$ cat src/pifPkg.sv
package pifPkg;

    // ----------------------------------------
    // widths
    // ----------------------------------------
    localparam int wbAddrW  = 8;
    localparam int wbDataW  = 8;
    localparam int regAddrW = 4;
    localparam int subAddrW = 7;
    // payload of a received byte, upper bits are the tag
    localparam int dataW    = 6;

    // CMDR values, clock stretch off during init
    localparam logic [wbDataW-1:0] cmdClkStretchOff = 8'h04;
    localparam logic [wbDataW-1:0] cmdClkStretchOn  = 8'h00;

    // tag field of a received byte
    localparam logic [wbDataW-dataW-1:0] tagAddr = 2'b01;
    localparam logic [wbDataW-dataW-1:0] tagData = 2'b10;

    // status register bits
    localparam int srTip   = 7;
    localparam int srBusy  = 6;
    localparam int srRarc  = 5;
    localparam int srSrw   = 4;
    localparam int srTrrdy = 2;
    localparam int srTroe  = 1;

    // ----------------------------------------
    // enums
    // ----------------------------------------
    // primary I2C registers of the hard block
    typedef enum logic [7:0] {
        RegCmdr = 8'h41,
        RegTxdr = 8'h44,
        RegSr   = 8'h45,
        RegRxdr = 8'h47
    } efbReg_e;

    typedef enum logic [3:0] {
        StStart, StInit1, StInit2, StInit3, StInit4,
        StIdle, StWaitTr, StIn0, StOut0, StOut1, StWr, StRd
    } pollState_e;

    typedef enum logic [1:0] {
        TagNone, TagAddr, TagData
    } rxTag_e;

    // ----------------------------------------
    // structs
    // ----------------------------------------
    typedef struct packed {
        logic               valid;
        logic               we;
        efbReg_e            addr;
        logic [wbDataW-1:0] wdata;
    } busReq_t;

    typedef struct packed {
        logic               done;
        logic [wbDataW-1:0] rdata;
    } busRsp_t;

    typedef struct packed {
        logic               cyc;
        logic               stb;
        logic               we;
        logic [wbAddrW-1:0] adr;
        logic [wbDataW-1:0] dat;
    } wbReq_t;

    typedef struct packed {
        logic             valid;
        rxTag_e           tag;
        logic [dataW-1:0] payload;
    } rxByte_t;

    typedef struct packed {
        logic                wr;
        logic [regAddrW-1:0] addr;
        logic                rdFinished;
        logic [subAddrW-1:0] rdSubAddr;
        logic [dataW-1:0]    data;
    } pifPort_t;

endpackage

$ cat src/wbMaster.sv
`timescale 1ns/1ps

module wbMaster (
    input  logic                         xclk,
    input  logic                         rst,
    input  pifPkg::busReq_t              req_i,
    input  logic                         wbAck_i,
    input  logic [pifPkg::wbDataW-1:0]   wbDat_i,
    output pifPkg::busRsp_t              rsp_o,
    output pifPkg::wbReq_t               wb_o
);

    pifPkg::wbReq_t  wbQ;
    pifPkg::busRsp_t rspQ;

    // ----------------------------------------
    // bus cycle
    // ----------------------------------------
    always_ff @(posedge xclk or posedge rst) begin
        if (rst) begin
            wbQ <= '0;
        end else if (wbQ.cyc) begin
            // hold everything until the slave acks
            if (wbAck_i) begin
                wbQ.cyc <= 1'b0;
                wbQ.stb <= 1'b0;
                wbQ.we  <= 1'b0;
            end
        end else if (req_i.valid) begin
            wbQ.cyc <= 1'b1;
            wbQ.stb <= 1'b1;
            wbQ.we  <= req_i.we;
            wbQ.adr <= req_i.addr;
            wbQ.dat <= req_i.wdata;
        end
    end

    // ----------------------------------------
    // response
    // ----------------------------------------
    always_ff @(posedge xclk or posedge rst) begin
        if (rst) begin
            rspQ <= '0;
        end else begin
            rspQ.done <= wbQ.cyc & wbAck_i;
            // read data only meaningful with done
            if (wbQ.cyc && wbAck_i) begin
                rspQ.rdata <= wbDat_i;
            end
        end
    end

    assign wb_o  = wbQ;
    assign rsp_o = rspQ;

endmodule

$ cat src/i2cPollFsm.sv
`timescale 1ns/1ps

module i2cPollFsm (
    input  logic                         xclk,
    input  logic                         rst,
    input  pifPkg::busRsp_t              rsp_i,
    input  logic [pifPkg::wbDataW-1:0]   txData_i,
    output pifPkg::busReq_t              req_o,
    output pifPkg::rxByte_t              rx_o,
    output logic                         txDone_o
);

    pifPkg::pollState_e state;
    pifPkg::pollState_e rwReturn;
    pifPkg::busReq_t    reqQ;
    pifPkg::rxByte_t    rxQ;
    logic               txDoneQ;

    // flags from the latest SR read
    logic busy;
    logic txReady;
    logic rxReady;
    logic lastTxNak;

    // decode of the status byte on the bus response
    logic srBusyNow;
    logic srTxReady;
    logic srRxReady;
    logic srTxNak;

    assign srBusyNow = rsp_i.rdata[pifPkg::srBusy];
    assign srTxReady = srBusyNow & rsp_i.rdata[pifPkg::srTrrdy]
                     & rsp_i.rdata[pifPkg::srSrw] & ~rsp_i.rdata[pifPkg::srTip];
    assign srRxReady = srBusyNow & rsp_i.rdata[pifPkg::srTrrdy] & ~rsp_i.rdata[pifPkg::srSrw];
    assign srTxNak   = srBusyNow & rsp_i.rdata[pifPkg::srRarc]
                     & rsp_i.rdata[pifPkg::srSrw] & rsp_i.rdata[pifPkg::srTroe];

    function automatic pifPkg::busReq_t mkReq(input logic we, input pifPkg::efbReg_e addr,
                                              input logic [pifPkg::wbDataW-1:0] wdata);
        pifPkg::busReq_t r;
        r.valid = 1'b1;
        r.we    = we;
        r.addr  = addr;
        r.wdata = wdata;
        return r;
    endfunction

    function automatic pifPkg::rxTag_e decodeTag(
        input logic [pifPkg::wbDataW-pifPkg::dataW-1:0] tag);
        case (tag)
            pifPkg::tagAddr: return pifPkg::TagAddr;
            pifPkg::tagData: return pifPkg::TagData;
            default:         return pifPkg::TagNone;
        endcase
    endfunction

    // ----------------------------------------
    // sequencer
    // ----------------------------------------
    always_ff @(posedge xclk or posedge rst) begin
        if (rst) begin
            state     <= pifPkg::StStart;
            rwReturn  <= pifPkg::StStart;
            reqQ      <= '0;
            rxQ       <= '0;
            txDoneQ   <= 1'b0;
            busy      <= 1'b0;
            txReady   <= 1'b0;
            rxReady   <= 1'b0;
            lastTxNak <= 1'b0;
        end else begin
            reqQ.valid <= 1'b0;
            rxQ.valid  <= 1'b0;
            txDoneQ    <= 1'b0;
            case (state)
                // init, stretch off then drain RXDR
                pifPkg::StStart: begin
                    reqQ     <= mkReq(1'b1, pifPkg::RegCmdr, pifPkg::cmdClkStretchOff);
                    rwReturn <= pifPkg::StInit1;
                    state    <= pifPkg::StWr;
                end
                pifPkg::StInit1: begin
                    reqQ     <= mkReq(1'b0, pifPkg::RegSr, '0);
                    rwReturn <= pifPkg::StInit2;
                    state    <= pifPkg::StRd;
                end
                pifPkg::StInit2: begin
                    // keep polling SR while the bus is busy
                    reqQ  <= mkReq(1'b0, busy ? pifPkg::RegSr : pifPkg::RegRxdr, '0);
                    state <= pifPkg::StRd;
                    if (!busy) begin
                        rwReturn <= pifPkg::StInit3;
                    end
                end
                pifPkg::StInit3: begin
                    reqQ     <= mkReq(1'b0, pifPkg::RegRxdr, '0);
                    rwReturn <= pifPkg::StInit4;
                    state    <= pifPkg::StRd;
                end
                pifPkg::StInit4: begin
                    reqQ     <= mkReq(1'b1, pifPkg::RegCmdr, pifPkg::cmdClkStretchOn);
                    rwReturn <= pifPkg::StIdle;
                    state    <= pifPkg::StWr;
                end
                // wait for I2C activity
                pifPkg::StIdle: begin
                    reqQ     <= mkReq(1'b0, pifPkg::RegSr, '0);
                    rwReturn <= busy ? pifPkg::StWaitTr : pifPkg::StIdle;
                    state    <= pifPkg::StRd;
                end
                pifPkg::StWaitTr: begin
                    if (lastTxNak || (!txReady && !rxReady && !busy)) begin
                        state <= pifPkg::StStart;
                    end else if (txReady) begin
                        reqQ     <= mkReq(1'b1, pifPkg::RegTxdr, txData_i);
                        rwReturn <= pifPkg::StOut0;
                        state    <= pifPkg::StWr;
                    end else if (rxReady) begin
                        reqQ     <= mkReq(1'b0, pifPkg::RegRxdr, '0);
                        rwReturn <= pifPkg::StIn0;
                        state    <= pifPkg::StRd;
                    end else begin
                        reqQ     <= mkReq(1'b0, pifPkg::RegSr, '0);
                        rwReturn <= pifPkg::StWaitTr;
                        state    <= pifPkg::StRd;
                    end
                end
                pifPkg::StIn0:  state <= pifPkg::StIdle;
                pifPkg::StOut0: state <= pifPkg::StOut1;
                pifPkg::StOut1: state <= pifPkg::StIdle;
                // bus transfers in flight
                pifPkg::StWr: begin
                    if (rsp_i.done) begin
                        state   <= rwReturn;
                        txDoneQ <= (rwReturn == pifPkg::StOut0);
                    end
                end
                pifPkg::StRd: begin
                    if (rsp_i.done) begin
                        state <= rwReturn;
                        if (reqQ.addr == pifPkg::RegSr) begin
                            busy      <= srBusyNow;
                            txReady   <= srTxReady;
                            rxReady   <= srRxReady;
                            lastTxNak <= srTxNak;
                        end else if (rwReturn == pifPkg::StIn0) begin
                            // init reads of RXDR are discarded
                            rxQ.valid   <= 1'b1;
                            rxQ.tag     <= decodeTag(
                                rsp_i.rdata[pifPkg::wbDataW-1:pifPkg::dataW]);
                            rxQ.payload <= rsp_i.rdata[pifPkg::dataW-1:0];
                        end
                    end
                end
                default: state <= pifPkg::StStart;
            endcase
        end
    end

    assign req_o    = reqQ;
    assign rx_o     = rxQ;
    assign txDone_o = txDoneQ;

endmodule

$ cat src/pifRegPort.sv
`timescale 1ns/1ps

module pifRegPort (
    input  logic               xclk,
    input  logic               rst,
    input  pifPkg::rxByte_t    rx_i,
    input  logic               txDone_i,
    output pifPkg::pifPort_t   pif_o
);

    logic [pifPkg::regAddrW-1:0] regAddr;
    logic [pifPkg::subAddrW-1:0] rdSubAddr;
    logic [pifPkg::dataW-1:0]    wrData;
    logic                        wrQ;
    logic                        rdFinQ;

    logic addrHit;
    logic dataHit;

    assign addrHit = rx_i.valid && (rx_i.tag == pifPkg::TagAddr);
    assign dataHit = rx_i.valid && (rx_i.tag == pifPkg::TagData);

    // ----------------------------------------
    // register address and read sub-address
    // ----------------------------------------
    always_ff @(posedge xclk or posedge rst) begin
        if (rst) begin
            regAddr   <= '0;
            rdSubAddr <= '0;
        end else if (addrHit) begin
            // new address restarts the read burst
            regAddr   <= rx_i.payload[pifPkg::regAddrW-1:0];
            rdSubAddr <= '0;
        end else if (txDone_i) begin
            // wraps at full width
            rdSubAddr <= rdSubAddr + 1'b1;
        end
    end

    // ----------------------------------------
    // write data and strobes
    // ----------------------------------------
    always_ff @(posedge xclk or posedge rst) begin
        if (rst) begin
            wrData <= '0;
            wrQ    <= 1'b0;
            rdFinQ <= 1'b0;
        end else begin
            wrQ    <= dataHit;
            rdFinQ <= txDone_i;
            if (dataHit) begin
                wrData <= rx_i.payload;
            end
        end
    end

    assign pif_o = '{wr:         wrQ,
                     addr:       regAddr,
                     rdFinished: rdFinQ,
                     rdSubAddr:  rdSubAddr,
                     data:       wrData};

endmodule

$ cat src/pifBridge.sv
`timescale 1ns/1ps

module pifBridge (
    input  logic                         xclk,
    input  logic                         rst,
    input  logic                         wbAck_i,
    input  logic [pifPkg::wbDataW-1:0]   wbDat_i,
    input  logic [pifPkg::wbDataW-1:0]   txData_i,
    output pifPkg::wbReq_t               wb_o,
    output pifPkg::pifPort_t             pif_o
);

    pifPkg::busReq_t busReq;
    pifPkg::busRsp_t busRsp;
    pifPkg::rxByte_t rxByte;
    logic            txDone;

    // ----------------------------------------
    // Wishbone side
    // ----------------------------------------
    wbMaster wbMaster_inst (
        .xclk    (xclk),
        .rst     (rst),
        .req_i   (busReq),
        .wbAck_i (wbAck_i),
        .wbDat_i (wbDat_i),
        .rsp_o   (busRsp),
        .wb_o    (wb_o)
    );

    // status polling and byte routing
    i2cPollFsm i2cPollFsm_inst (
        .xclk     (xclk),
        .rst      (rst),
        .rsp_i    (busRsp),
        .txData_i (txData_i),
        .req_o    (busReq),
        .rx_o     (rxByte),
        .txDone_o (txDone)
    );

    // ----------------------------------------
    // register port side
    // ----------------------------------------
    pifRegPort pifRegPort_inst (
        .xclk     (xclk),
        .rst      (rst),
        .rx_i     (rxByte),
        .txDone_i (txDone),
        .pif_o    (pif_o)
    );

endmodule

$ cat config.mk
export PLATFORM = sky130hd
export DESIGN_NAME = pifBridge
export DESIGN_NICKNAME = d
export VERILOG_FILES = /design/src/pifPkg.sv /design/src/wbMaster.sv /design/src/i2cPollFsm.sv /design/src/pifRegPort.sv /design/src/pifBridge.sv
export SDC_FILE = /design/constraint.sdc
export NUM_CORES = 1
export LEC_CHECK = 0
export BUFFER_PORTS_ARGS = -buffer_cell sky130_fd_sc_hd__buf_2
export CORE_ASPECT_RATIO = 1.1
export CORE_MARGIN = 5
export CORE_UTILIZATION = 45
export CTS_CLUSTER_DIAMETER = 80
export DETAILED_ROUTE_END_ITERATION = 8
export PLACE_DENSITY = 0.66
export SLEW_MARGIN = 20
export SYNTH_ARGS = -nofsm -noshare
export SYNTH_HDL_FRONTEND = slang
export SYNTH_SLANG_ARGS = --single-unit
$ cat constraint.sdc
create_clock -name xclk -period 3.33 [get_ports xclk]
set_input_delay 0.4995 -clock xclk [delete_from_list [all_inputs] [get_ports xclk]]
set_output_delay 0.4995 -clock xclk [all_outputs]
set_load 0.005 [all_outputs]
==> metrics.txt <==
worst endpoint required time 3.62 ns; num rows 32; 1st-iter DRT viols 60; Synth Area in Compound Gates 0.0912; Final ANT Viol Nets 0; Clock Tree Buf Depth 2; commonest cells in the netlist 79 x dfrtp_1, 31 x nand2_1, 27 x mux2_2, 14 x inv_1, 13 x nor2_1; Static Leak 0.00195 uW; Mapped Area 3290 sq um; HPWL after detailed placement 4520 um; fillers 636; internal cell power 1890 uW; register area share after synthesis 0.601; first-pass GRT wire length 10,700 um; CP startpoint kind register; Synth Area in XOR/XNOR 0.0106; simple-gate share of the synthesized area 0.122; Max Clock Freq 529 MHz; initial antenna violation count 0; CTS tree done; gp weighted congestion 0.823; Starting Density 0.465; R2R Path Start i2cPollFsm_inst.state[3]$_DFFE_PP0P_; Distinct cells, synth 44; crit path from i2cPollFsm_inst.state[3]$_DFFE_PP0P_; mean post-synth cell area 12.1 sq um; pin count of the biggest net entering global routing 32; post-route setup slack 1.44 ns; clock sinks 79; Routed wire per std cell 15.4 um; drt pass-1 iters 4; max cap viols 0; global route overflow 0; # hold bufs at CTS 0; run status finished, final reports clean; cell count after synthesis 273; Post-CTS Setup Bufs 0; Max Clock Skew 0.00778 ns; TritonCTS buffer count 9; vias in the first global route 2,132; Final Setup Violations 0; full die area 9130 sq um; pwr/cell area 726 nW/um^2; dpl ws 1.47 ns; Inserted Diodes 0; number of synthesized flops with an enable pin 0; count leader, synth dfrtp_1; Synth area leaders dfrtp_1 60%, mux2_2 9.2%, nand2_1 3.5%; Yosys top cell by area dfrtp_1; Async SR Flop Fraction 1.00; NetSw 892 uW; VDD IR max 518 uV; Synth Flop Type dfrtp_1; Final min period 1.89 ns; post-cts sizing count 0; Synth Register Bits 79; Combinational Power Share 0.224; Switching Share 0.321; Worst Path Class, Setup reg -> reg; Crit path arrival time 2.18 ns; Core Box Area 7090 sq um; routed vias/inst 5.18; Hold Violations, Final 0; Yosys top cell area share 0.601; Flop pwr share 0.488; num ports 57; Hold Path Class in -> async; clk_lat worst skew 0.35 ns; die height 99.7 um; fin. max-slew vios 0; crit path max fanout 15; setup TNS 0 ns; GRT Resource Usage Total 0.149; drt drc 0; slew at the pin with the worst max-slew slack 0.710 ns; Final #Nets 346; CTS H-tree depth 3; Die W 91.6 um; layout cells sized above 1 0.317; part of the cycle the worst path needs 0.567; area share of fa/ha/maj cells after synthesis 0.00380; mux share of post-synthesis cell area 0.122; Clk pwr share 0.288; Slew headroom 0.525; largest family of logic cells by synthesized area simple AND/OR/NAND/NOR gates; vias 2,154; unrepaired setup endpoints after global routing false; IO buf count 52; WHS 0.159 ns; clock root cell clkbuf_8; Crit. End Element register; Yosys Warn Count 0; final WL 6410 um; Area growth syn-to-layout 16.3%; clock transition at the registers of the reported paths 0.09 ns
==> critical path, stage by stage (launching register included) <==
cell	delay [ns]
dfrtp_1	0.54
nand2b_1	0.29
nor3_1	0.33
and2_1	0.45
a221o_1	0.21
==> layer usage <==
layer | global-route usage | vias up | wire length (um)
li1 | - | 1045 | -
met1 | 0.203 | 1038 | 3050
met2 | 0.228 | 60 | 2940
met3 | 0.0461 | 11 | 329
met4 | 0.0510 | 0 | 88
met5 | 0 | - | 0
==> cell type report <==
type / instances / area, sq um / share of cell area
repair buffers: 56 / 290 / 0.0758
inverters: 14 / 53.8 / 0.0140
well taps: 85 / 106 / 0.0278
flip-flops and latches: 79 / 1980 / 0.516
clock buffers: 9 / 124 / 0.0323
multi-input cells: 166 / 1170 / 0.306
clock inverters: 7 / 105 / 0.0274
==> kinds of logic after synthesis <==
family / count (synthesis)
buf+inv: 31
simple gates: 80
xor+xnor: 4
fa+ha+maj: 1
flops: 79
other cells: 1
mux: 36
compound gates: 41
==> through the flow <==
stage          utilization  instance area [sq um]  cells  total power, uW
5_1_grt              0.540                   3830    416             2960
6_report             0.540                   3830    416             2780
3_3_place_gp         0.508                   3600    400             2000
4_1_cts              0.540                   3830    416             2810
2_1_floorplan            -                   3300    276             1820
3_5_place_dp         0.508                   3600    400             2000
==> power groups by stage <==
stage	registers, uW	logic (uW)	clock network (uW)
floorplan	1280	542	0
global placement	1370	629	0
detailed placement	1370	631	0
CTS	1350	634	826
global route	1390	700	868
finish	1360	623	802
==> final timing paths <==
check | slack, ns | cells past startpoint | to
max | 1.44 | 4 | i2cPollFsm_inst.req_o[2]$_DFFE_PP0P_
min | 0.16 | 2 | pifRegPort_inst.rdSubAddr[3]$_DFFE_PP0P_
max reg2reg | 1.44 | 4 | i2cPollFsm_inst.req_o[2]$_DFFE_PP0P_
min reg2reg | 0.47 | 2 | pifRegPort_inst.wrData[3]$_DFFE_PP0P_
max in group asynchronous | 2.46 | 3 | wbMaster_inst.wb_o[2]$_DFFE_PP0P_
min in group xclk | 0.36 | 2 | i2cPollFsm_inst.req_o[6]$_DFFE_PP0P_
==> flip-flops by register name, summed over array words and instances (netlist names) <==
| register | cells |
|---|---|
| wbMaster_inst.wb_o | 15 |
| i2cPollFsm_inst.req_o | 14 |
| pifRegPort_inst.wrData | 6 |
| i2cPollFsm_inst.rwReturn | 4 |
| pifRegPort_inst.wrQ | 1 |
| i2cPollFsm_inst.state | 4 |
| i2cPollFsm_inst.txReady | 1 |
| pifRegPort_inst.rdSubAddr | 7 |
| pifRegPort_inst.rdFinQ | 1 |
| wbMaster_inst.rsp_o | 9 |
| i2cPollFsm_inst.txDone_o | 1 |
| i2cPollFsm_inst.lastTxNak | 1 |
| i2cPollFsm_inst.rxReady | 1 |
| i2cPollFsm_inst.rx_o | 9 |
| pifRegPort_inst.regAddr | 4 |
| i2cPollFsm_inst.busy | 1 |
==> cell usage in the layout, fill, tap and decap left out, types with 4 or more instances in the layout <==
cell      instances
nand2b_1          6
conb_1            4
nor2_1           13
clkbuf_8          9
buf_2            52
dfrtp_1          79
nand2_1          31
nor2b_1           4
a22o_1            7
a21oi_1           7
o21ai_0          11
buf_4             4
mux2_1            6
mux2_2           27
nor3_1            4
nand4_1           4
inv_1            13
Note: power is estimated with default switching activity, not from simulation.
